**config.mk**
```make
export PLATFORM = sky130hd
export DESIGN_NAME = cpu16_regfile
export DESIGN_NICKNAME = d
export VERILOG_FILES = /design/src/rtl/cpu16_pkg.sv /design/src/rtl/cpu16_regfile.sv
export VERILOG_INCLUDE_DIRS = /design/src /design/src/rtl
export SDC_FILE = /design/constraint.sdc
export NUM_CORES = 1
export LEC_CHECK = 0
export BUFFER_PORTS_ARGS = -buffer_cell sky130_fd_sc_hd__buf_2
export CORE_ASPECT_RATIO = 0.5
export CORE_MARGIN = 3
export CORE_UTILIZATION = 35
export DETAILED_ROUTE_END_ITERATION = 10
export SLEW_MARGIN = 20
export SYNTH_ARGS = -nofsm -noshare
export SYNTH_HDL_FRONTEND = slang
export SYNTH_SLANG_ARGS = --single-unit
export TNS_END_PERCENT = 5
```
**constraint.sdc**
```tcl
create_clock -name clk -period 2.4 [get_ports clk]
set_input_delay 0.12 -clock clk [delete_from_list [all_inputs] [get_ports clk]]
set_output_delay 0.12 -clock clk [all_outputs]
set_load 0.05 [all_outputs]
```
**src/rtl/cpu16_defines.svh**
```systemverilog
`ifndef CPU16_DEFINES_SVH
`define CPU16_DEFINES_SVH

`define CPU_WORD_W      16
`define CPU_REG_AW      4
`define CPU_NUM_REGS    16
`define CPU_MEM_AW      12           // 4096 words
`define CPU_PC_STEP     2            // bytes per instruction
`define CPU_SP_RESET    16'h2000     // byte address, grows down
`define CPU_FLAGS_W     4

`define CPU_FLAG_ZERO   0
`define CPU_FLAG_CARRY  1
`define CPU_FLAG_SIGN   2
`define CPU_FLAG_OVF    3

// instruction field values
`define CPU_INS_HALT    16'h0001
`define CPU_OPC_PUSH    12'h010      // ins[15:4]
`define CPU_OPC_POP     12'h011      // ins[15:4]
`define CPU_OPC_JP      12'h01E      // ins[15:4]
`define CPU_OPC_JCOND   8'h03        // ins[15:8], sense in ins[6]
`define CPU_OPC_LDL     4'h1         // ins[15:12]
`define CPU_OPC_LDH     4'h2
`define CPU_OPC_LOAD    8'h30        // ins[15:8]
`define CPU_OPC_STORE   8'h32

`endif
```
**src/rtl/cpu16_pkg.sv**
```systemverilog
`default_nettype none

`include "cpu16_defines.svh"

package cpu16_pkg;

   typedef logic [`CPU_WORD_W-1:0] word_t;   // data word and byte address
   typedef logic [`CPU_REG_AW-1:0] reg_idx_t;

   typedef enum logic [1:0] {
      S_FETCH,
      S_EXEC,
      S_MEM,     // second half of a data access
      S_HALT
   } cpu_state_t;

   typedef enum logic [3:0] {
      OP_NOP,
      OP_HALT,
      OP_PUSH,
      OP_POP,
      OP_JP,
      OP_JPF,    // jump if flag set
      OP_JPN,    // jump if flag clear
      OP_LDL,
      OP_LDH,
      OP_LOAD,
      OP_STORE,
      OP_ALU
   } cpu_op_t;

   typedef enum logic [2:0] {
      ALU_ADD,
      ALU_SUB,
      ALU_AND,
      ALU_OR,
      ALU_XOR,
      ALU_CP     // subtract for flags only
   } alu_op_t;

endpackage

`default_nettype wire

```
**src/rtl/cpu16_regfile.sv**
```systemverilog
`timescale 1ns/10ps
`default_nettype none

`include "cpu16_defines.svh"

module cpu16_regfile import cpu16_pkg::*; (
   input  wire logic     clk,
   input  wire logic     reset,
   input  wire reg_idx_t sel_a,
   input  wire reg_idx_t sel_b,
   input  wire reg_idx_t dbg_sel,
   input  wire logic     reg_we,
   input  wire reg_idx_t reg_wsel,
   input  wire word_t    reg_wdata,
   output word_t         rd_a,
   output word_t         rd_b,
   output word_t         dbg_data
);

   word_t regs [`CPU_NUM_REGS];

   assign rd_a     = regs[sel_a];
   assign rd_b     = regs[sel_b];
   assign dbg_data = regs[dbg_sel];   // observation only

   always_ff @(posedge clk) begin
      if (reset) begin
         for (int i = 0; i < `CPU_NUM_REGS; i++) begin
            regs[i] <= '0;
         end
      end else if (reg_we) begin
         regs[reg_wsel] <= reg_wdata;
      end
   end

endmodule

`default_nettype wire

```
# After elaboration in Yosys (flattened, before gate mapping)
# Memories as Yosys holds them, arrays and structs flattened.
# Cells that the tools add are included.
# word_totals
word_cells,10
memories,1
mem_bits_rw,256
input_bits,35
reg_bits,0
out_inout_bits,48
# memory_table
memory,words,word_bits,read_ports,rd_ports_with_merged_regs,wr,line,text
regs,16,16,3,0,16,cpu16_regfile.sv:20,word_t regs [`CPU_NUM_REGS];
# classes
mux,8
reduce_logical,1
# ops
operator,count
2-to-1 mux 16 bit,1
OR reduction 16 bit,1
2-to-1 mux 1 bit,6
2-to-1 mux 4 bit,1

# Longest topological paths before layout
# depth
depth_word,5
depth_mapped,5
ltp_nobuf,3

# Worst setup path before layout
# Ideal clock, no wire load.
# synth_timing
kind,input-to-output
start,in dbg_sel[0]
end,out dbg_data[10]
setup_slack_ps,633
stages,5
t_required_ps,2280
arrival_ps,1647
path_cell_list,buf_2 buf_2 mux4_2 a22oi_1 nand2_1
# synth_between
elab_chain_cells,1
# synth_rtl
element,line,text
"start, declared",cpu16_regfile.sv:11,"input wire reg_idx_t dbg_sel,"
memory (16 x 16 bit),n/a,
"end, declared",cpu16_regfile.sv:17,output word_t dbg_data
# Every way passes these cells.

==> summary.md <==
| Metric | Value |
|---|---|
| Status | completed |
| Synth top area share | 0.504 |
| Hold EP | regs[6][4]$_SDFFCE_PN0P_ |
| Overall power | 11400 µW |
| Pre-antenna DRT Iters | 5 |
| Top reg by flops | regs |
| Fmax | 0.420 GHz |
| Final #Nets | 1090 |
| Internal power | 8160 µW |
| Unrepaired setup endpoints after global routing | no |
| Vias per Instance | 6.07 |
| Post-Syn Area | 15300 µm² |
| Commonest non-fill, non-tap cell in the layout | edfxtp_1 |
| Vias in the first global route | 10319 |
| Largest net degree at the start of global routing | 54 |
| Setup CP Type | register to primary output |
| Synthesis-stage register bit count | 256 |
| Final period util | 0.992 |
| Post-route design area | 17300 µm² |
| Final Non-Filler Cells | 1651 |
| Row cnt | 53 |
| Post-Route WL | 49300 µm |
| Max-capacitance violation count | 0 |
| CP Capture Type | primary output |
| Final hold violation count | 0 |
| Area delta synth->final | 13.2% |
| Arr. time, crit path | 2260 ps |
| CTS Sinks | 256 |
| Critical Path Source Type | register |
| DR vias | 10015 |
| Clk buf depth | 3 |
| Final setup violation count | 0 |
| Iteration-0 DRC Markers | 1224 |
| Max Slew Vio Count | 0 |
| H-tree depth | 1 |
| Sequential share of the synthesized area | 0.504 |
| Comb pwr share | 0.190 |
| PwrDens | 662 nW/µm² |
| All-Layer GR Usage | 0.213 |
| Net Count, Synth | 1031 |
| Relative slew slack | 0.482 |
| TritonCTS Buffers | 27 |
| Critical path startpoint | regs[3][13]$_SDFFCE_PN0P_ |
| Crit path required time | 2280 ps |
| Sw Pwr | 3290 µW |
| Starting Density | 0.359 |
| CORE AREA | 42500 µm² |
| IO buf count | 82 |
| Leak | 0.00597 µW |
| Hold Path Class | primary input to register |
| Sequential Power Share | 0.469 |
| Flip-flop count of the largest register after layout | 256 |
| Commonest non-fill, non-tap cells in the layout | 256 x edfxtp_1, 243 x and2_1, 192 x mux4_2 |
| Hold path startpoint | reg_wdata[4] |
| DIE HEIGHT | 154 µm |
| Worst Tran Pin Value | 777 ps |
| CTS tree | yes |
| TNS Setup | 0 ps |
| Synth Area per Inst | 15.3 µm² |
| Cells after synthesis | 996 |
| YS warnings | 0 |
| Final worst path period need | 2380 ps |
| Regs by FF count | regs (256) |
| Clk slew on worst S/H paths | 60 ps |
| Layout cell share with drive strength beyond 1 | 0.371 |
| Count of cell types in the netlist | 22 |
| Placed Area | 16500 µm² |
| Remaining Overflow, GRT | 0 |
| Clock network power share | 0.341 |
| CTS root buffer | clkbuf_16 |
| Top post-synthesis cells by area | edfxtp_1 50%, mux4_2 28%, and2_1 10%, a22oi_1 4.7%, clkbuf_1 1.5% |
| Largest area contributor in the synthesized netlist | edfxtp_1 |
| I/O Pins | 83 |
| Sw frac | 0.287 |
| Full die area | 46300 µm² |
| Die Span X | 301 µm |
| First-pass GRT wire length | 71600 µm |
| Max FO, Critical Path | 3 |
| Final GP Congestion | 0.903 |
| Placed instance count | 1603 |
| Detailed Place HPWL | 30800 µm |
| Max rail drop VDD | 444 µV |
| Drt drc | 0 |
| Routed len/inst | 29.8 µm |
| Hold slack | 101 ps |
| Post-route antenna net violation count | 0 |
| Initial antenna violation count | 2 |
| Min-Delay Path Depth | 2 |
-- routing by layer --
metal  GRT usage  wire length [µm]  up-vias
li1            -                 -     4089
met1       0.294             19800     5229
met2       0.335             23100      597
met3      0.0560              5030      100
met4      0.0569              1360        0
met5           0                 0        -
-- cell usage after synthesis, drive strengths merged --
cell type	count
or4b	1
nand4bb	2
mux4	192
nor3	4
buf	31
and2	259
nand2b	2
edfxtp	256
a22oi	96
or2	16
nor2b	6
nand4b	1
nand2	49
nor2	15
clkbuf	66
-- timing repair --
item,4_1_cts,5_1_grt
endpoints found under the setup margin,0,2
hold buffers,0,0
setup buffers,0,0
gates resized for setup,0,2
-- kinds of logic (layout without fill, tap and decap cells) --
kind of cell	count (synthesis)	after routing	synth area share
compound gates	96	96	0.0472
buf+inv	97	174	0.0258
flops	256	256	0.504
mux	192	192	0.283
other cells	0	1	0
simple gates	355	355	0.140
-- area by class of cell --
type	instances	area [µm²]
Fill cell	3829	25200
Sequential cell	256	7690
Multi-Input combinational cell	643	7200
Timing Repair Buffer	127	881
Tap cell	577	722
Clock buffer	32	694
Clock inverter	15	91.3
Antenna cell	1	2.50
-- power by group through the flow --
stage | logic (µW) | registers (µW) | clock network (µW)
global route | 2260 | 5400 | 4110
finish | 2180 | 5370 | 3900
detailed placement | 2150 | 5450 | 0
CTS | 2150 | 5360 | 3910
floorplan | 1490 | 5380 | 0
global placement | 2130 | 5420 | 0
-- stage by stage --
step / worst slack [ps] / util
after global placement: 411 / 0.388
after CTS: 26.6 / 0.406
final: 20.1 / 0.406
after floorplan: 633 / -
after detailed placement: 373 / 0.388
after global routing: 1.91 / 0.406
-- worst max path at each step --
stage	to	slack (ps)
floorplan	dbg_data[10]	630
CTS	rd_b[15]	30
detailed placement	dbg_data[13]	370
global route	rd_a[13]	2
finish	dbg_data[13]	20
global placement	rd_a[13]	410
-- critical path, cell delays in order (launching register included) --
cell,delay (ps)
edfxtp_1,430
mux4_2,480
a22oi_1,400
nand2_1,160
buf_2,240
No activity file was read; power rests on OpenSTA's default activity.
