## src/rtl/cpu16_defines.svh

```systemverilog
`ifndef CPU16_DEFINES_SVH
`define CPU16_DEFINES_SVH

`define CPU_WORD_W      16
`define CPU_REG_AW      4
`define CPU_NUM_REGS    16
`define CPU_MEM_AW      12           // 4096 words
`define CPU_PC_STEP     2            // bytes per instruction
`define CPU_SP_RESET    16'h2000     // byte address, grows down
`define CPU_FLAGS_W     4

`define CPU_FLAG_ZERO   0
`define CPU_FLAG_CARRY  1
`define CPU_FLAG_SIGN   2
`define CPU_FLAG_OVF    3

// instruction field values
`define CPU_INS_HALT    16'h0001
`define CPU_OPC_PUSH    12'h010      // ins[15:4]
`define CPU_OPC_POP     12'h011      // ins[15:4]
`define CPU_OPC_JP      12'h01E      // ins[15:4]
`define CPU_OPC_JCOND   8'h03        // ins[15:8], sense in ins[6]
`define CPU_OPC_LDL     4'h1         // ins[15:12]
`define CPU_OPC_LDH     4'h2
`define CPU_OPC_LOAD    8'h30        // ins[15:8]
`define CPU_OPC_STORE   8'h32

`endif
```

## src/rtl/cpu16_pkg.sv

```systemverilog
`default_nettype none

`include "cpu16_defines.svh"

package cpu16_pkg;

   typedef logic [`CPU_WORD_W-1:0] word_t;   // data word and byte address
   typedef logic [`CPU_REG_AW-1:0] reg_idx_t;

   typedef enum logic [1:0] {
      S_FETCH,
      S_EXEC,
      S_MEM,     // second half of a data access
      S_HALT
   } cpu_state_t;

   typedef enum logic [3:0] {
      OP_NOP,
      OP_HALT,
      OP_PUSH,
      OP_POP,
      OP_JP,
      OP_JPF,    // jump if flag set
      OP_JPN,    // jump if flag clear
      OP_LDL,
      OP_LDH,
      OP_LOAD,
      OP_STORE,
      OP_ALU
   } cpu_op_t;

   typedef enum logic [2:0] {
      ALU_ADD,
      ALU_SUB,
      ALU_AND,
      ALU_OR,
      ALU_XOR,
      ALU_CP     // subtract for flags only
   } alu_op_t;

endpackage

`default_nettype wire

```

## src/rtl/cpu16_pc_sp.sv

```systemverilog
`timescale 1ns/10ps
`default_nettype none

`include "cpu16_defines.svh"

module cpu16_pc_sp import cpu16_pkg::*; (
   input  wire logic  clk,
   input  wire logic  reset,
   input  wire logic  pc_inc,
   input  wire logic  pc_load,
   input  wire word_t pc_target,
   input  wire logic  sp_push,
   input  wire logic  sp_pop,
   output word_t      pc,
   output word_t      sp
);

   localparam word_t SP_STEP = word_t'(2);   // one word in bytes

   // a taken jump wins over the increment
   always_ff @(posedge clk) begin
      if (reset) begin
         pc <= '0;
      end else if (pc_load) begin
         pc <= pc_target;
      end else if (pc_inc) begin
         pc <= pc + word_t'(`CPU_PC_STEP);
      end
   end

   // stack pointer
   always_ff @(posedge clk) begin
      if (reset) begin
         sp <= word_t'(`CPU_SP_RESET);
      end else if (sp_push) begin
         sp <= sp - SP_STEP;
      end else if (sp_pop) begin
         sp <= sp + SP_STEP;
      end
   end

endmodule

`default_nettype wire

```

## config.mk

```make
export PLATFORM = sky130hd
export DESIGN_NAME = cpu16_pc_sp
export DESIGN_NICKNAME = d
export VERILOG_FILES = /design/src/rtl/cpu16_pkg.sv /design/src/rtl/cpu16_pc_sp.sv
export VERILOG_INCLUDE_DIRS = /design/src /design/src/rtl
export SDC_FILE = /design/constraint.sdc
export NUM_CORES = 1
export LEC_CHECK = 0
export ABC_AREA = 1
export BUFFER_PORTS_ARGS = -buffer_cell sky130_fd_sc_hd__buf_4
export CAP_MARGIN = 20
export CORE_MARGIN = 2
export CORE_UTILIZATION = 50
export CTS_CLUSTER_DIAMETER = 30
export DETAILED_ROUTE_END_ITERATION = 6
export PLACE_DENSITY_LB_ADDON = 0.1
export SYNTH_ARGS = -nofsm -noshare
export SYNTH_HDL_FRONTEND = slang
export SYNTH_SLANG_ARGS = --single-unit
```

## constraint.sdc

```tcl
create_clock -name clk -period 2.9 [get_ports clk]
set_input_delay 0.145 -clock clk [delete_from_list [all_inputs] [get_ports clk]]
set_output_delay 0.145 -clock clk [all_outputs]
set_load 0.01 [all_outputs]
```

Word level (Yosys, flattened, before mapping)
Cells that the tools add are included.
{ "classes": {"n_addsub": 3, "muxes": 4, "reduce_logical": 2} }
{ "ops": {"columns": ["op", "count"], "rows": [
  ["2-to-1 mux 16 bit", 4],
  ["adder 16 x 2 -> 16 bit, second input constant", 2],
  ["subtractor 16 x 2 -> 16 bit, second input constant", 1],
  ["nonzero test 2 bit", 2]
]} }
{ "word_totals": {"output_inout_bits": 32, "regBits": 32, "inputBits": 22, "word_cells": 11} }

Depth between registers and ports, before layout
{ "logic_depth": {"word_depth": 3, "mapped_depth": 11, "ltp_nobuf": 11} }

Least setup slack after synthesis
No wires, ideal clock.
{ "synth_timing": {"path_kind": "flip-flop to flip-flop", "start": "reg sp[1]", "end": "reg sp[15]", "setup_time_ps": 115, "path_slack_ps": 1346, "stages_incl_launch_ff": 10, "t_arrival_ps": 1439, "period_less_slack_ps": 1554, "cell_sequence": "dfxtp_1 > fa_1 > nand2_1 > nand2_1 > nand3_1 > nand2_1 > nand2_1 > nand3_1 > a21oi_1 > nor2_1"} }
{ "synth_via": {"elab_chain_cells": 3, "word_cells_on_any_way": 4, "classes_between": "2 x add/sub; 2 x mux"} }
{ "synth_lines": {"columns": ["item", "line", "source"], "rows": [
  ["start: declaration", "cpu16_pc_sp.sv:15", "output word_t sp"],
  ["start signal: assignment", "cpu16_pc_sp.sv:34", "sp <= word_t'(`CPU_SP_RESET);"],
  ["start signal: assignment", "cpu16_pc_sp.sv:36", "sp <= sp - SP_STEP;"],
  ["start signal: assignment", "cpu16_pc_sp.sv:38", "sp <= sp + SP_STEP;"],
  ["adder 16 x 2 -> 16 bit", "cpu16_pc_sp.sv:38", null],
  ["2-to-1 mux 16 bit", "cpu16_pc_sp.sv:37", "end else if (sp_pop) begin"],
  ["2-to-1 mux 16 bit *", "cpu16_pc_sp.sv:35", "end else if (sp_push) begin"]
]} }
Every way passes the cells marked *; elsewhere a longest branch is shown, timed or not. The select of a mux whose other input is x is not followed.
A chain may end at the register's enable or synchronous reset.

Worst setup path after layout
{ "layout_timing": {"start": "reg sp[1]", "end": "reg sp[11]"} }
Same word-level chain as after synthesis.

==> run summary <==
RUN STATUS
--------------------------------------------------------------------------------
Outcome                                                             finished, final reports clean

CRITICAL PATH
--------------------------------------------------------------------------------
WS Path Type                                                        flop to flop
Crit path from                                                             sp[1]
Type of origin of the critical path                                         flop
Arrival time at the worst endpoint                                       1880 ps
Maximum fanout along the worst path                                            5
WP data required                                                         3090 ps
Beginning of the worst register-to-register path                           sp[1]
Type of destination of the critical path                                    flop

LAYOUT
--------------------------------------------------------------------------------
Share of layout cells above drive strength 1                               0.195
Number of nets in the layout                                                 456
Final antenna diode count                                                      0
P&R area growth vs syn                                                     23.0%

PLACE
--------------------------------------------------------------------------------
Worst slack after detailed placement                                     1200 ps
HPWL after detailed placement                                            4150 um
Number of buffers added on ports                                              52
Routability congestion estimate from global placement                      0.879

SYNTHESIS
--------------------------------------------------------------------------------
Synthesis Warnings                                                             0
Synthesized area                                                       2320 um^2
Leading register cell type out of synthesis                         sky130_fd_sc_hd__dfxtp_1
Unique cell type count in the Yosys netlist                                   36
Number of nets produced by synthesis                                         405
Cell count after synthesis                                                   368
FF+latch count, synth                                                         31
Portion of the post-synthesis area used by sequential elements             0.268
EDFF count, synth                                                              0
Mean post-synth cell area                                              6.30 um^2
Share of flip-flops with an asynchronous set or reset                          0

ROUTE
--------------------------------------------------------------------------------
Number of DRC markers after the initial detailed-route iteration             131
Post-detailed-route count of antenna-violating nets                            0
Overall routed net length                                                5450 um
Vias per Instance                                                           5.12
# DRC                                                                          0
Drt pass-1 iters                                                               4
Via count                                                                   2418
Routed length per instance                                               11.5 um

STA
--------------------------------------------------------------------------------
Number of pins exceeding their max-slew limit in the final report              0
Final setup margin                                                       1210 ps
Final clock period utilization by the worst path                           0.584
Post-route minimum period                                                1690 ps
Unrepaired setup endpoints after global routing                            false
Relative max-transition margin                                             0.420
Maximum achievable frequency                                             591 MHz
Final setup violating endpoints                                                0
Aggregate negative setup slack                                              0 ps
Count of endpoints failing hold in the final timing report                     0
Worst setup skew after layout                                            7.68 ps
Transition time of the tightest slew-check pin                            867 ps

FLOW RUN
--------------------------------------------------------------------------------
Max capacitance violation total                                                0

CLOCK NETWORK
--------------------------------------------------------------------------------
CTS Sinks                                                                     31
Number of resized instances in the post-cts repair step                        0
Clock tree buffer depth                                                        2
Hold-fix buffers, CTS                                                          0
Number of buffers added by the clock tree synthesis step                       5
Clock latency on the worst-skew pair                                      290 ps
Number of H-tree levels                                                        2
CTS clock-pin slew for the worst setup and hold paths                      70 ps
Post-CTS Setup Repair Bufs                                                     0
TritonCTS clock tree                                                        done
Root buffer cell                                                    sky130_fd_sc_hd__clkbuf_8

GLOBAL ROUTE
--------------------------------------------------------------------------------
Met2 global-route usage                                                    0.402
Met3 track utilization from global routing                                0.0403
Initial antenna violation count                                                0
Pin count of the biggest net entering global routing                          24
Total grt overflow                                                             0
Top Usage Layer GRT                                                         met2
Met1 track demand over resource                                            0.274
Global-route wire length before repair                                   9630 um
Total routing usage reported by global routing                             0.227
Vias in the first global route                                              2314

MIN PATH
--------------------------------------------------------------------------------
Type of the tightest min-delay check                                primary input to flop
Hold_sp                                                             pc_target[0]

DIE
--------------------------------------------------------------------------------
# rows                                                                        24
I/O pins                                                                      54
Full die area                                                          5200 um^2
DIE HEIGHT                                                               72.1 um
Total core area                                                        4410 um^2
Initial Utilization                                                        0.526
Die width                                                                72.1 um

POWER
--------------------------------------------------------------------------------
Leakage power summed over all cells                                   0.00158 uW
Worst ir drop on vdd                                                    0.361 mV
Power per Cell Area                                                  557 nW/um^2

sequential cells by signal (all words and copies together), names as in the netlist:
register,cells
sp,15
pc,16
critical path, stage by stage, from the launching register on:
cell	delay, ps
sky130_fd_sc_hd__dfxtp_1	360
sky130_fd_sc_hd__fa_1	440
sky130_fd_sc_hd__nand2_1	90
sky130_fd_sc_hd__nand2_1	70
sky130_fd_sc_hd__nand3_1	90
sky130_fd_sc_hd__nand2_1	100
sky130_fd_sc_hd__nand2_1	90
sky130_fd_sc_hd__nand2_1	70
sky130_fd_sc_hd__nand2_1	60
sky130_fd_sc_hd__nand2_1	40
sky130_fd_sc_hd__o21ai_1	130
sky130_fd_sc_hd__inv_1	40
final timing paths:
check             depth (start not counted)     end  slack, ps
setup reg to reg                         11  sp[11]       1210
hold / removal                            3   pc[0]         90
setup / recovery                         11  sp[11]       1210
hold reg to reg                           2  sp[15]        520
per-layer routing:
layer / vias to the layer above / wire (um)
li1: 1281 / -
met1: 1082 / 2470
met2: 46 / 2640
met3: 9 / 266
met4: 0 / 70
met5: - / 0
cell usage in the layout (no fill, tap or decap), types with 3 or more instances in the layout:
cell type | Yosys | layout
sky130_fd_sc_hd__buf_4 | 1 | 52
sky130_fd_sc_hd__nor2_1 | 45 | 45
sky130_fd_sc_hd__a21oi_1 | 25 | 25
sky130_fd_sc_hd__xor2_1 | 6 | 6
sky130_fd_sc_hd__clkbuf_8 | 0 | 6
sky130_fd_sc_hd__nand3_1 | 23 | 23
sky130_fd_sc_hd__nand3_2 | 3 | 3
sky130_fd_sc_hd__ha_1 | 14 | 14
sky130_fd_sc_hd__nor3_1 | 4 | 4
sky130_fd_sc_hd__inv_1 | 48 | 48
sky130_fd_sc_hd__xnor2_1 | 4 | 4
sky130_fd_sc_hd__inv_2 | 8 | 8
sky130_fd_sc_hd__a22oi_1 | 7 | 7
sky130_fd_sc_hd__dfxtp_1 | 31 | 31
sky130_fd_sc_hd__o21ai_0 | 12 | 12
sky130_fd_sc_hd__nand4_1 | 5 | 5
sky130_fd_sc_hd__nand2_1 | 98 | 98
sky130_fd_sc_hd__o21ai_1 | 7 | 7
cell usage after synthesis, types with 3 or more instances:
cell type	count	area (um^2)
sky130_fd_sc_hd__inv_2	8	30.0
sky130_fd_sc_hd__ha_1	14	175
sky130_fd_sc_hd__o21ai_0	12	60.1
sky130_fd_sc_hd__a21oi_1	25	125
sky130_fd_sc_hd__nand4_1	5	31.3
sky130_fd_sc_hd__nor3_1	4	20.0
sky130_fd_sc_hd__buf_2	4	20.0
sky130_fd_sc_hd__xnor2_1	4	35.0
sky130_fd_sc_hd__dfxtp_1	31	621
sky130_fd_sc_hd__a22oi_1	7	52.6
sky130_fd_sc_hd__inv_1	48	180
sky130_fd_sc_hd__xor2_1	6	52.6
sky130_fd_sc_hd__nand3_1	23	115
sky130_fd_sc_hd__nand2_1	98	368
sky130_fd_sc_hd__nor2_1	45	169
sky130_fd_sc_hd__o21ai_1	7	35.0
sky130_fd_sc_hd__nand3_2	3	30.0
stage by stage:
| step | hold WS (ps) | instance area, um^2 | std cells | power (uW) | util |
|---|---|---|---|---|---|
| 2_1_floorplan | 280 | 2320 | 368 | 954 | - |
| 3_3_place_gp | 382 | 2740 | 464 | 1140 | 0.620 |
| 3_5_place_dp | 392 | 2740 | 464 | 1150 | 0.620 |
| 4_1_cts | 91.3 | 2850 | 472 | 1610 | 0.647 |
| 5_1_grt | 143 | 2850 | 472 | 1720 | 0.647 |
| 6_report | 90.6 | 2850 | 472 | 1590 | 0.647 |
power breakdown:
group | internal (uW) | total, uW | switching [uW] | leakage, uW
clock network | 278 | 450 | 172 | 0.0000612
registers | 483 | 538 | 55.8 | 0.000257
logic | 257 | 602 | 345 | 0.00126
total | 1020 | 1590 | 573 | 0.00158
layout make-up:
class | instances | area [um^2]
timing repair buffer | 52 | 390
multi-input combinational | 273 | 1450
fill | 401 | 1560
clock inverter | 2 | 35.0
inverter | 56 | 210
tap | 52 | 65.1
clock buffer | 6 | 82.6
sequential | 31 | 621
cells by family (layout without fill, tap and decap cells):
| group | after synthesis | after routing | share of synthesized area |
|---|---|---|---|
| other | 1 | 1 | 0.00162 |
| AO/OA/AOI/OAI | 59 | 59 | 0.145 |
| AND/OR/NAND/NOR | 188 | 188 | 0.357 |
| buffers and inverters | 64 | 116 | 0.107 |
| adder cells (fa/ha/maj) | 15 | 15 | 0.0841 |
| XOR/XNOR | 10 | 10 | 0.0378 |
| flip-flops | 31 | 31 | 0.268 |
(Power assumes the default switching activity.)
