`config.mk`:
```
export PLATFORM = sky130hd
export DESIGN_NAME = cpu16_control
export DESIGN_NICKNAME = d
export VERILOG_FILES = /design/src/rtl/cpu16_pkg.sv /design/src/rtl/cpu16_control.sv
export VERILOG_INCLUDE_DIRS = /design/src /design/src/rtl
export SDC_FILE = /design/constraint.sdc
export NUM_CORES = 1
export LEC_CHECK = 0
export BUFFER_PORTS_ARGS = -buffer_cell sky130_fd_sc_hd__clkbuf_2
export CAP_MARGIN = 20
export CORE_ASPECT_RATIO = 1.2
export CORE_MARGIN = 2
export CORE_UTILIZATION = 43
export CTS_CLUSTER_SIZE = 16
export DETAILED_ROUTE_END_ITERATION = 10
export PLACE_DENSITY = 0.95
export SYNTH_ARGS = -nofsm -noshare
export SYNTH_HDL_FRONTEND = slang
export SYNTH_SLANG_ARGS = --single-unit
```
`constraint.sdc`:
```
create_clock -name clk -period 6.11 [get_ports clk]
set_clock_uncertainty 0.05 [all_clocks]
set_input_delay 0.9165 -clock clk [delete_from_list [all_inputs] [get_ports clk]]
set_output_delay 0.9165 -clock clk [all_outputs]
set_load 0.01 [all_outputs]
```
`src/rtl/cpu16_defines.svh`:
```
`ifndef CPU16_DEFINES_SVH
`define CPU16_DEFINES_SVH

`define CPU_WORD_W      16
`define CPU_REG_AW      4
`define CPU_NUM_REGS    16
`define CPU_MEM_AW      12           // 4096 words
`define CPU_PC_STEP     2            // bytes per instruction
`define CPU_SP_RESET    16'h2000     // byte address, grows down
`define CPU_FLAGS_W     4

`define CPU_FLAG_ZERO   0
`define CPU_FLAG_CARRY  1
`define CPU_FLAG_SIGN   2
`define CPU_FLAG_OVF    3

// instruction field values
`define CPU_INS_HALT    16'h0001
`define CPU_OPC_PUSH    12'h010      // ins[15:4]
`define CPU_OPC_POP     12'h011      // ins[15:4]
`define CPU_OPC_JP      12'h01E      // ins[15:4]
`define CPU_OPC_JCOND   8'h03        // ins[15:8], sense in ins[6]
`define CPU_OPC_LDL     4'h1         // ins[15:12]
`define CPU_OPC_LDH     4'h2
`define CPU_OPC_LOAD    8'h30        // ins[15:8]
`define CPU_OPC_STORE   8'h32

`endif
```
`src/rtl/cpu16_pkg.sv`:
```
`default_nettype none

`include "cpu16_defines.svh"

package cpu16_pkg;

   typedef logic [`CPU_WORD_W-1:0] word_t;   // data word and byte address
   typedef logic [`CPU_REG_AW-1:0] reg_idx_t;

   typedef enum logic [1:0] {
      S_FETCH,
      S_EXEC,
      S_MEM,     // second half of a data access
      S_HALT
   } cpu_state_t;

   typedef enum logic [3:0] {
      OP_NOP,
      OP_HALT,
      OP_PUSH,
      OP_POP,
      OP_JP,
      OP_JPF,    // jump if flag set
      OP_JPN,    // jump if flag clear
      OP_LDL,
      OP_LDH,
      OP_LOAD,
      OP_STORE,
      OP_ALU
   } cpu_op_t;

   typedef enum logic [2:0] {
      ALU_ADD,
      ALU_SUB,
      ALU_AND,
      ALU_OR,
      ALU_XOR,
      ALU_CP     // subtract for flags only
   } alu_op_t;

endpackage

`default_nettype wire

```
`src/rtl/cpu16_control.sv`:
```
`timescale 1ns/10ps
`default_nettype none

`include "cpu16_defines.svh"

module cpu16_control import cpu16_pkg::*; (
   input  wire logic                    clk,
   input  wire logic                    reset,
   input  wire word_t                   mem_rdata,
   input  wire logic [`CPU_FLAGS_W-1:0] flags,
   input  wire word_t                   pc,
   input  wire word_t                   sp,
   input  wire word_t                   rd_a,
   input  wire word_t                   rd_b,
   input  wire word_t                   alu_result,
   output logic                         mem_req,
   output logic                         mem_we,
   output word_t                        mem_addr,
   output word_t                        mem_wdata,
   output logic                         pc_inc,
   output logic                         pc_load,
   output word_t                        pc_target,
   output logic                         sp_push,
   output logic                         sp_pop,
   output reg_idx_t                     sel_a,
   output reg_idx_t                     sel_b,
   output logic                         reg_we,
   output reg_idx_t                     reg_wsel,
   output word_t                        reg_wdata,
   output logic                         alu_en,
   output alu_op_t                      alu_op,
   output logic                         halted
);

   cpu_state_t state;
   cpu_state_t state_next;
   cpu_op_t    op;
   word_t      ins;
   word_t      reg_wdata_ctl;
   reg_idx_t   load_dst;          // target of a pending LOAD or POP
   logic       load_pend;
   logic       cond_true;

   assign ins       = mem_rdata;  // valid in S_EXEC only
   assign halted    = (state == S_HALT);
   assign cond_true = (flags[ins[5:4]] == ins[6]);
   assign sel_b     = ins[3:0];
   assign sel_a     = (op == OP_LDL || op == OP_LDH) ? ins[11:8] : ins[7:4];
   assign reg_wdata = alu_en ? alu_result : reg_wdata_ctl;

   // instruction decode
   always_comb begin
      op     = OP_NOP;
      alu_op = ALU_ADD;
      case (ins[15:12])
         4'h0: begin
            if (ins == `CPU_INS_HALT)
               op = OP_HALT;
            else if (ins[15:4] == `CPU_OPC_PUSH)
               op = OP_PUSH;
            else if (ins[15:4] == `CPU_OPC_POP)
               op = OP_POP;
            else if (ins[15:4] == `CPU_OPC_JP)
               op = OP_JP;
            else if (ins[15:8] == `CPU_OPC_JCOND && !ins[7])
               op = ins[6] ? OP_JPF : OP_JPN;  // relative forms fall to NOP
         end
         `CPU_OPC_LDL: op = OP_LDL;
         `CPU_OPC_LDH: op = OP_LDH;
         4'h3: begin
            if (ins[15:8] == `CPU_OPC_LOAD)
               op = OP_LOAD;
            else if (ins[15:8] == `CPU_OPC_STORE)
               op = OP_STORE;
         end
         4'h8: begin op = OP_ALU; alu_op = ALU_ADD; end
         4'h9: begin op = OP_ALU; alu_op = ALU_SUB; end
         4'hC: begin op = OP_ALU; alu_op = ALU_AND; end
         4'hD: begin op = OP_ALU; alu_op = ALU_OR;  end
         4'hE: begin op = OP_ALU; alu_op = ALU_XOR; end
         4'hF: begin op = OP_ALU; alu_op = ALU_CP;  end
         default: op = OP_NOP;                    // MUL, DIV and the rest
      endcase
   end

   // strobes and next state
   always_comb begin
      state_next    = state;
      mem_req       = 1'b0;
      mem_we        = 1'b0;
      mem_addr      = pc;
      mem_wdata     = rd_a;
      pc_inc        = 1'b0;
      pc_load       = 1'b0;
      pc_target     = rd_b;
      sp_push       = 1'b0;
      sp_pop        = 1'b0;
      reg_we        = 1'b0;
      reg_wsel      = ins[11:8];
      reg_wdata_ctl = mem_rdata;
      alu_en        = 1'b0;
      case (state)
         S_FETCH: begin
            mem_req    = 1'b1;                   // instruction read at pc
            state_next = S_EXEC;
         end
         S_EXEC: begin
            pc_inc     = 1'b1;
            state_next = S_FETCH;
            case (op)
               OP_HALT: begin
                  pc_inc     = 1'b0;             // pc stays on the HALT
                  state_next = S_HALT;
               end
               OP_PUSH: begin
                  mem_req    = 1'b1;
                  mem_we     = 1'b1;
                  mem_addr   = sp - word_t'(2);  // pre-decrement
                  mem_wdata  = rd_b;
                  sp_push    = 1'b1;
                  state_next = S_MEM;
               end
               OP_POP: begin
                  mem_req    = 1'b1;
                  mem_addr   = sp;
                  sp_pop     = 1'b1;
                  state_next = S_MEM;
               end
               OP_JP: pc_load = 1'b1;
               OP_JPF, OP_JPN: pc_load = cond_true;
               OP_LDL: begin
                  reg_we        = 1'b1;
                  reg_wdata_ctl = {rd_a[15:8], ins[7:0]};
               end
               OP_LDH: begin
                  reg_we        = 1'b1;
                  reg_wdata_ctl = {ins[7:0], rd_a[7:0]};
               end
               OP_LOAD, OP_STORE: begin
                  mem_req    = 1'b1;
                  mem_we     = (op == OP_STORE);
                  mem_addr   = rd_b;             // address in rb
                  state_next = S_MEM;
               end
               OP_ALU: begin
                  alu_en = 1'b1;
                  reg_we = (alu_op != ALU_CP);   // CP only touches flags
               end
               default: ;
            endcase
         end
         S_MEM: begin
            reg_we     = load_pend;              // read data arrives now
            reg_wsel   = load_dst;
            state_next = S_FETCH;
         end
         default: state_next = S_HALT;           // left by reset only
      endcase
   end

   always_ff @(posedge clk) begin
      if (reset) begin
         state     <= S_FETCH;
         load_pend <= 1'b0;
      end else begin
         state <= state_next;
         if (state == S_EXEC)
            load_pend <= (op == OP_LOAD || op == OP_POP);
      end
   end

   always_ff @(posedge clk) begin
      if (state == S_EXEC)
         load_dst <= (op == OP_POP) ? ins[3:0] : ins[7:4];
   end

endmodule

`default_nettype wire

```
[After elaboration in Yosys (flattened, before gate mapping)]
Index checks and enable logic that the tools add are counted.
Word-level totals
  bits in registers: 7
  output and inout bits: 88
  input port bits: 102
  logic and storage cells: 88
Operators by class
  magnitude comparators: 1
  muxes and demuxes: 40
  reduce and logical (&&, ||, !) cells: 11
  add/subtract/negate cells: 1
  equal/unequal tests: 32
Operators by type and width (count)
  $mux W16: 5
  $pmux W16 S3: 1
  $eq A4 B4 Y1 const B: 10
  $eq A12 B5 Y1 const B: 3
  $pmux W16 S2: 1
  $mux W4: 5
  $pmux W4 S5: 1
  $eq A16 B1 Y1 const B: 1
  $eq A4 B2 Y1 const B: 4
  $eq A4 B3 Y1 const B: 4
  $eq A8 B6 Y1 const B: 2
  $sub A16 B2 Y16 const B: 1
  $mux W3: 5
  $pmux W3 S5: 1
  $mux W1: 12
  $pmux W1 S2: 5
  $eq A4 B1 Y1 const B: 2
  $eq A8 B2 Y1 const B: 1
  $pmux W2 S3: 1
  $reduce_or A2 Y1: 3
  $reduce_or A6 Y1: 1
  $eq A2 B2 Y1 const B: 2
  $logic_not A4 Y1: 1
  $pmux W2 S2: 1
  other kinds (11): 12

[Longest topological paths before layout]
  word-level depth: 12
  depth in mapped cells: 10
  gate-level depth less buffers: 8

[Least setup slack after synthesis]
OpenSTA, ideal clock, no wires.
  path kind: in2out
  start: input port mem_rdata[12]
  end: output port mem_wdata[10]
  buffers on the path: 2
  stages on the path: 7
  required time: 5143 ps
  data arrival time: 2744 ps
  slack: 2399 ps
  path through: buf_2 > or4b_4 > nor3_2 > nand2_1 > nor2_4 > buf_4 > mux2_1
On the way
  word-level cells in the longest chain between the ends: 11
  elaborated cells between the ends (all ways): 30
  classes of those cells: eq/ne (17); mux (10); reduce/logical (3)
Ends and longest elaborated chain
  from (decl): line cpu16_control.sv:9  | input wire word_t mem_rdata,
  $eq A8 B2 Y1 (no source line)
  $logic_and A1 B1 Y1: line cpu16_control.sv:65  | else if (ins[15:8] == `CPU_OPC_JCOND && !ins[7])
  $mux W3: line cpu16_control.sv:65
  $mux W3: line cpu16_control.sv:63  | else if (ins[15:4] == `CPU_OPC_JP)
  $mux W3: line cpu16_control.sv:61  | else if (ins[15:4] == `CPU_OPC_POP)
  $mux W3: line cpu16_control.sv:59  | else if (ins[15:4] == `CPU_OPC_PUSH)
  $mux W3: line cpu16_control.sv:57  | if (ins == `CPU_INS_HALT)
  $pmux W4 S5 (*): line cpu16_control.sv:55  | case (ins[15:12])
  $eq A4 B2 Y1 (*): line cpu16_control.sv:110  | case (op)
  $mux W16 (*): line cpu16_control.sv:110
  $mux W16 (*): line cpu16_control.sv:102  | case (state)
  to (decl): line cpu16_control.sv:19  | output word_t mem_wdata,
Mark *: on every way between the ends. The rest lies on a longest branch, timed or not.

[Final worst setup path]
  start: input port mem_rdata[15]
  end: output port mem_wdata[13]
Same word-level chain as after synthesis.

==> flow_summary.yaml <==
outcome:
  status: "finished clean"
timing:
  setup_tns_ns: 0
  worst_pin_slew_ns: 0.935
  max_freq_mhz: 205
  final-max-slew-violation-count: 0
  timing.final.crit_share_pct: 79.7
  setup_violations: 0
  maxSlewHeadroom_pct: 37.6
  finalHoldViolations: 0
  rsz0062_at_grt: "false"
  min_period_ns: 4.87
global_route:
  grt_max_degree: 26
  grt_pass1_wl_mm: 15.4
  antenna_found_initial: 0
  gr-total-overflow: 0
  grt_usage_pct: 32.5
  grt_pass1_vias: 2984
layout:
  n_antenna_cell: 0
  fin_nets: 559
  fillCellCount: 524
  drive_gt1_share_pct: 49.9
  syn2layout_area_growth_pct: 33.9
  final_core_util_pct: 58.7
synth:
  ys.flop_type: "edfxtp_1"
  synthCells: 303
  syn_area_um2: 2290
  synth_area_per_cell_um2: 7.57
  ys_seq_elements: 7
  synth_warnings: 0
  synthArstFlopShare_pct: 0
  synthDistinctLibCells: 61
  syn-num-nets: 410
  synth_edf_count: 4
  ys_seq_area_share_pct: 7.86
placed_design:
  place.gp.congestion: 1.02
  hpwl_mm: 8.14
  io_buffers: 189
pwr:
  worst_ir_drop_vdd_uv: 63.7
  power_density_nw_per_um2: 100
  power_w: 0.000308
  power.leakage_nw: 1.50
clock_network:
  cts_buffers: 3
  cts_setup_buffers: 0
  clock-sinks: 7
  clkTransAtPathRegs_ns: 0.04
  cts_resized: 0
  htree_num_levels: 1
  clock_path_buffers: 2
  cts.hold.buffers_added: 0
  insertion_delay_ns: 0.23
  cts-root-buf: "clkbuf_8"
  cts_tree: "yes"
setup_path:
  max_stage_delay_ns: 0.61
  cp.arrival_ns: 3.91
  crit_fanout: 17
  criticalPathCategory: "input port to output port"
  crit_slowest_cell: "or4_4"
  startpoint_type: "input port"
  setup.worst_path.end_class: "output port"
  cpMostUsedCell: "clkbuf_2"
  crit_family: "simple AND/OR/NAND/NOR gates"
  critical_path_buf_inv_count: 2
  crit_path_cell_trace: "clkbuf_2 > or4_4 > nor3_2 > nand2_1 > nor2_4 > mux2_1 > clkbuf_2"
  cp.required_ns: 5.14
drt:
  drc: 0
  wirelength_mm: 10.0
  viasPerCell: 6.02
  wl_met1_mm: 3.83
  wl_per_cell_um: 19.5
  ant_nets: 0
  met3WireLength_um: 934
  dr_wl_met2_mm: 4.82
  drtIter0Drc: 308
  drtPass1Iterations: 5
  top_layer: "met4"
  dr_total_vias: 3086
die:
  die-area_um2: 5930
  die_w_um: 70.7
  start_util_pct: 43.9
  num_rows: 29
  core_um2: 5230
  io_pins: 190
  die_y_um: 84.0
hold_path:
  min_path_type: "flop to flop"
flow_run:
  maxCapViolCount: 0
==> sequential cells by signal, summed over array words and instances (netlist names) <==
register   count
load_dst       4
state          2
load_pend      1
==> logic make-up after synthesis <==
group / synth area share, %
AOI/OAI and AO/OA: 31.8
xor gates and xnor gates: 5.73
muxes: 12.2
adders and majority gates: 2.73
buffers and inverters: 14.7
and+or+nand+nor: 24.9
DFF: 7.86
==> where the power goes <==
part	internal, W	switching (W)
sequential	0.0000529	0.00000112
clock	0.0000451	0.0000193
combinational	0.0000804	0.000109
total	0.000178	0.000129
==> worst register-to-register path, cell delays in order, from the launching register on <==
cell	delay (ns)
dfxtp_1	0.33
inv_1	0.08
ha_1	0.74
o21ai_2	0.45
a21oi_1	0.24
==> routing by layer <==
layer	vias to the layer above	GRT usage [%]
met3	29	5.43
met2	208	56.3
met1	1419	38.8
met4	0	14.2
li1	1430	-
met5	-	0
==> cells in the final DEF, fill, tap and decap left out, types with 2 or more instances in the layout <==
cell type	netlist	routed
nor2_1	8	8
nand2b_1	3	3
xnor2_1	3	3
or4b_1	3	3
a21oi_1	8	8
and2_1	6	6
nor4_1	2	2
nand4_1	5	5
a22oi_1	15	15
a211oi_1	5	5
clkbuf_2	0	189
o21ai_0	19	19
mux2_2	16	16
a31o_2	3	3
a2bb2oi_1	10	10
nand2_1	24	24
o221ai_1	6	6
xor2_1	12	12
a22o_1	6	6
and3_1	7	7
clkbuf_8	0	3
ha_1	5	5
a21boi_0	7	7
edfxtp_1	4	4
a31oi_1	10	10
a211oi_2	2	2
dfxtp_1	3	3
nand4b_1	3	3
o21a_1	2	2
mux2_1	6	6
nand3_1	14	14
nor3_1	5	5
inv_1	9	9
or3_1	2	2
==> cells in the mapped netlist (all sizes together), types with 7 or more instances <==
cell type | n | area [um^2]
buf | 36 | 261
nand2 | 24 | 90.1
mux2 | 22 | 248
o21ai | 21 | 109
a22oi | 15 | 113
nand3 | 15 | 80.1
xor2 | 12 | 105
a2bb2oi | 10 | 87.6
a31oi | 10 | 62.6
clkbuf | 10 | 37.5
inv | 10 | 37.5
a21oi | 9 | 48.8
nor2 | 9 | 41.3
a211oi | 7 | 62.6
a21boi | 7 | 52.6
and3 | 7 | 43.8
==> cell type report <==
cell class	instances	area [um^2]	share of cell area [%]
inverter	10	37.5	1.22
timing repair buffer	190	953	31.1
sequential	7	180	5.87
tap	62	77.6	2.53
clock buffer	4	45.0	1.47
multi-input combinational	240	1780	57.8
==> metrics by stage <==
| stage | hold slack, ns | area [um^2] | setup slack [ns] | instances |
|---|---|---|---|---|
| 2_1_floorplan | 0.423 | 2290 | 2.40 | 303 |
| 3_3_place_gp | 0.438 | 3020 | 1.29 | 509 |
| 3_5_place_dp | 0.464 | 3020 | 1.33 | 509 |
| 4_1_cts | 0.469 | 3070 | 1.31 | 513 |
| 5_1_grt | 0.480 | 3070 | 1.02 | 513 |
| 6_report | 0.466 | 3070 | 1.24 | 513 |
==> worst paths after layout <==
| kind | start | cells past startpoint | slack, ns | to |
|---|---|---|---|---|
| worst max-delay path | mem_rdata[15] | 7 | 1.24 | mem_wdata[13] |
| worst min-delay path | load_pend | 2 | 0.47 | load_pend |
| worst max register to register | state[1] | 4 | 4.16 | state[1] |
| worst min register to register | load_pend | 2 | 0.47 | load_pend |
Note: power is estimated with default switching activity, not from simulation.
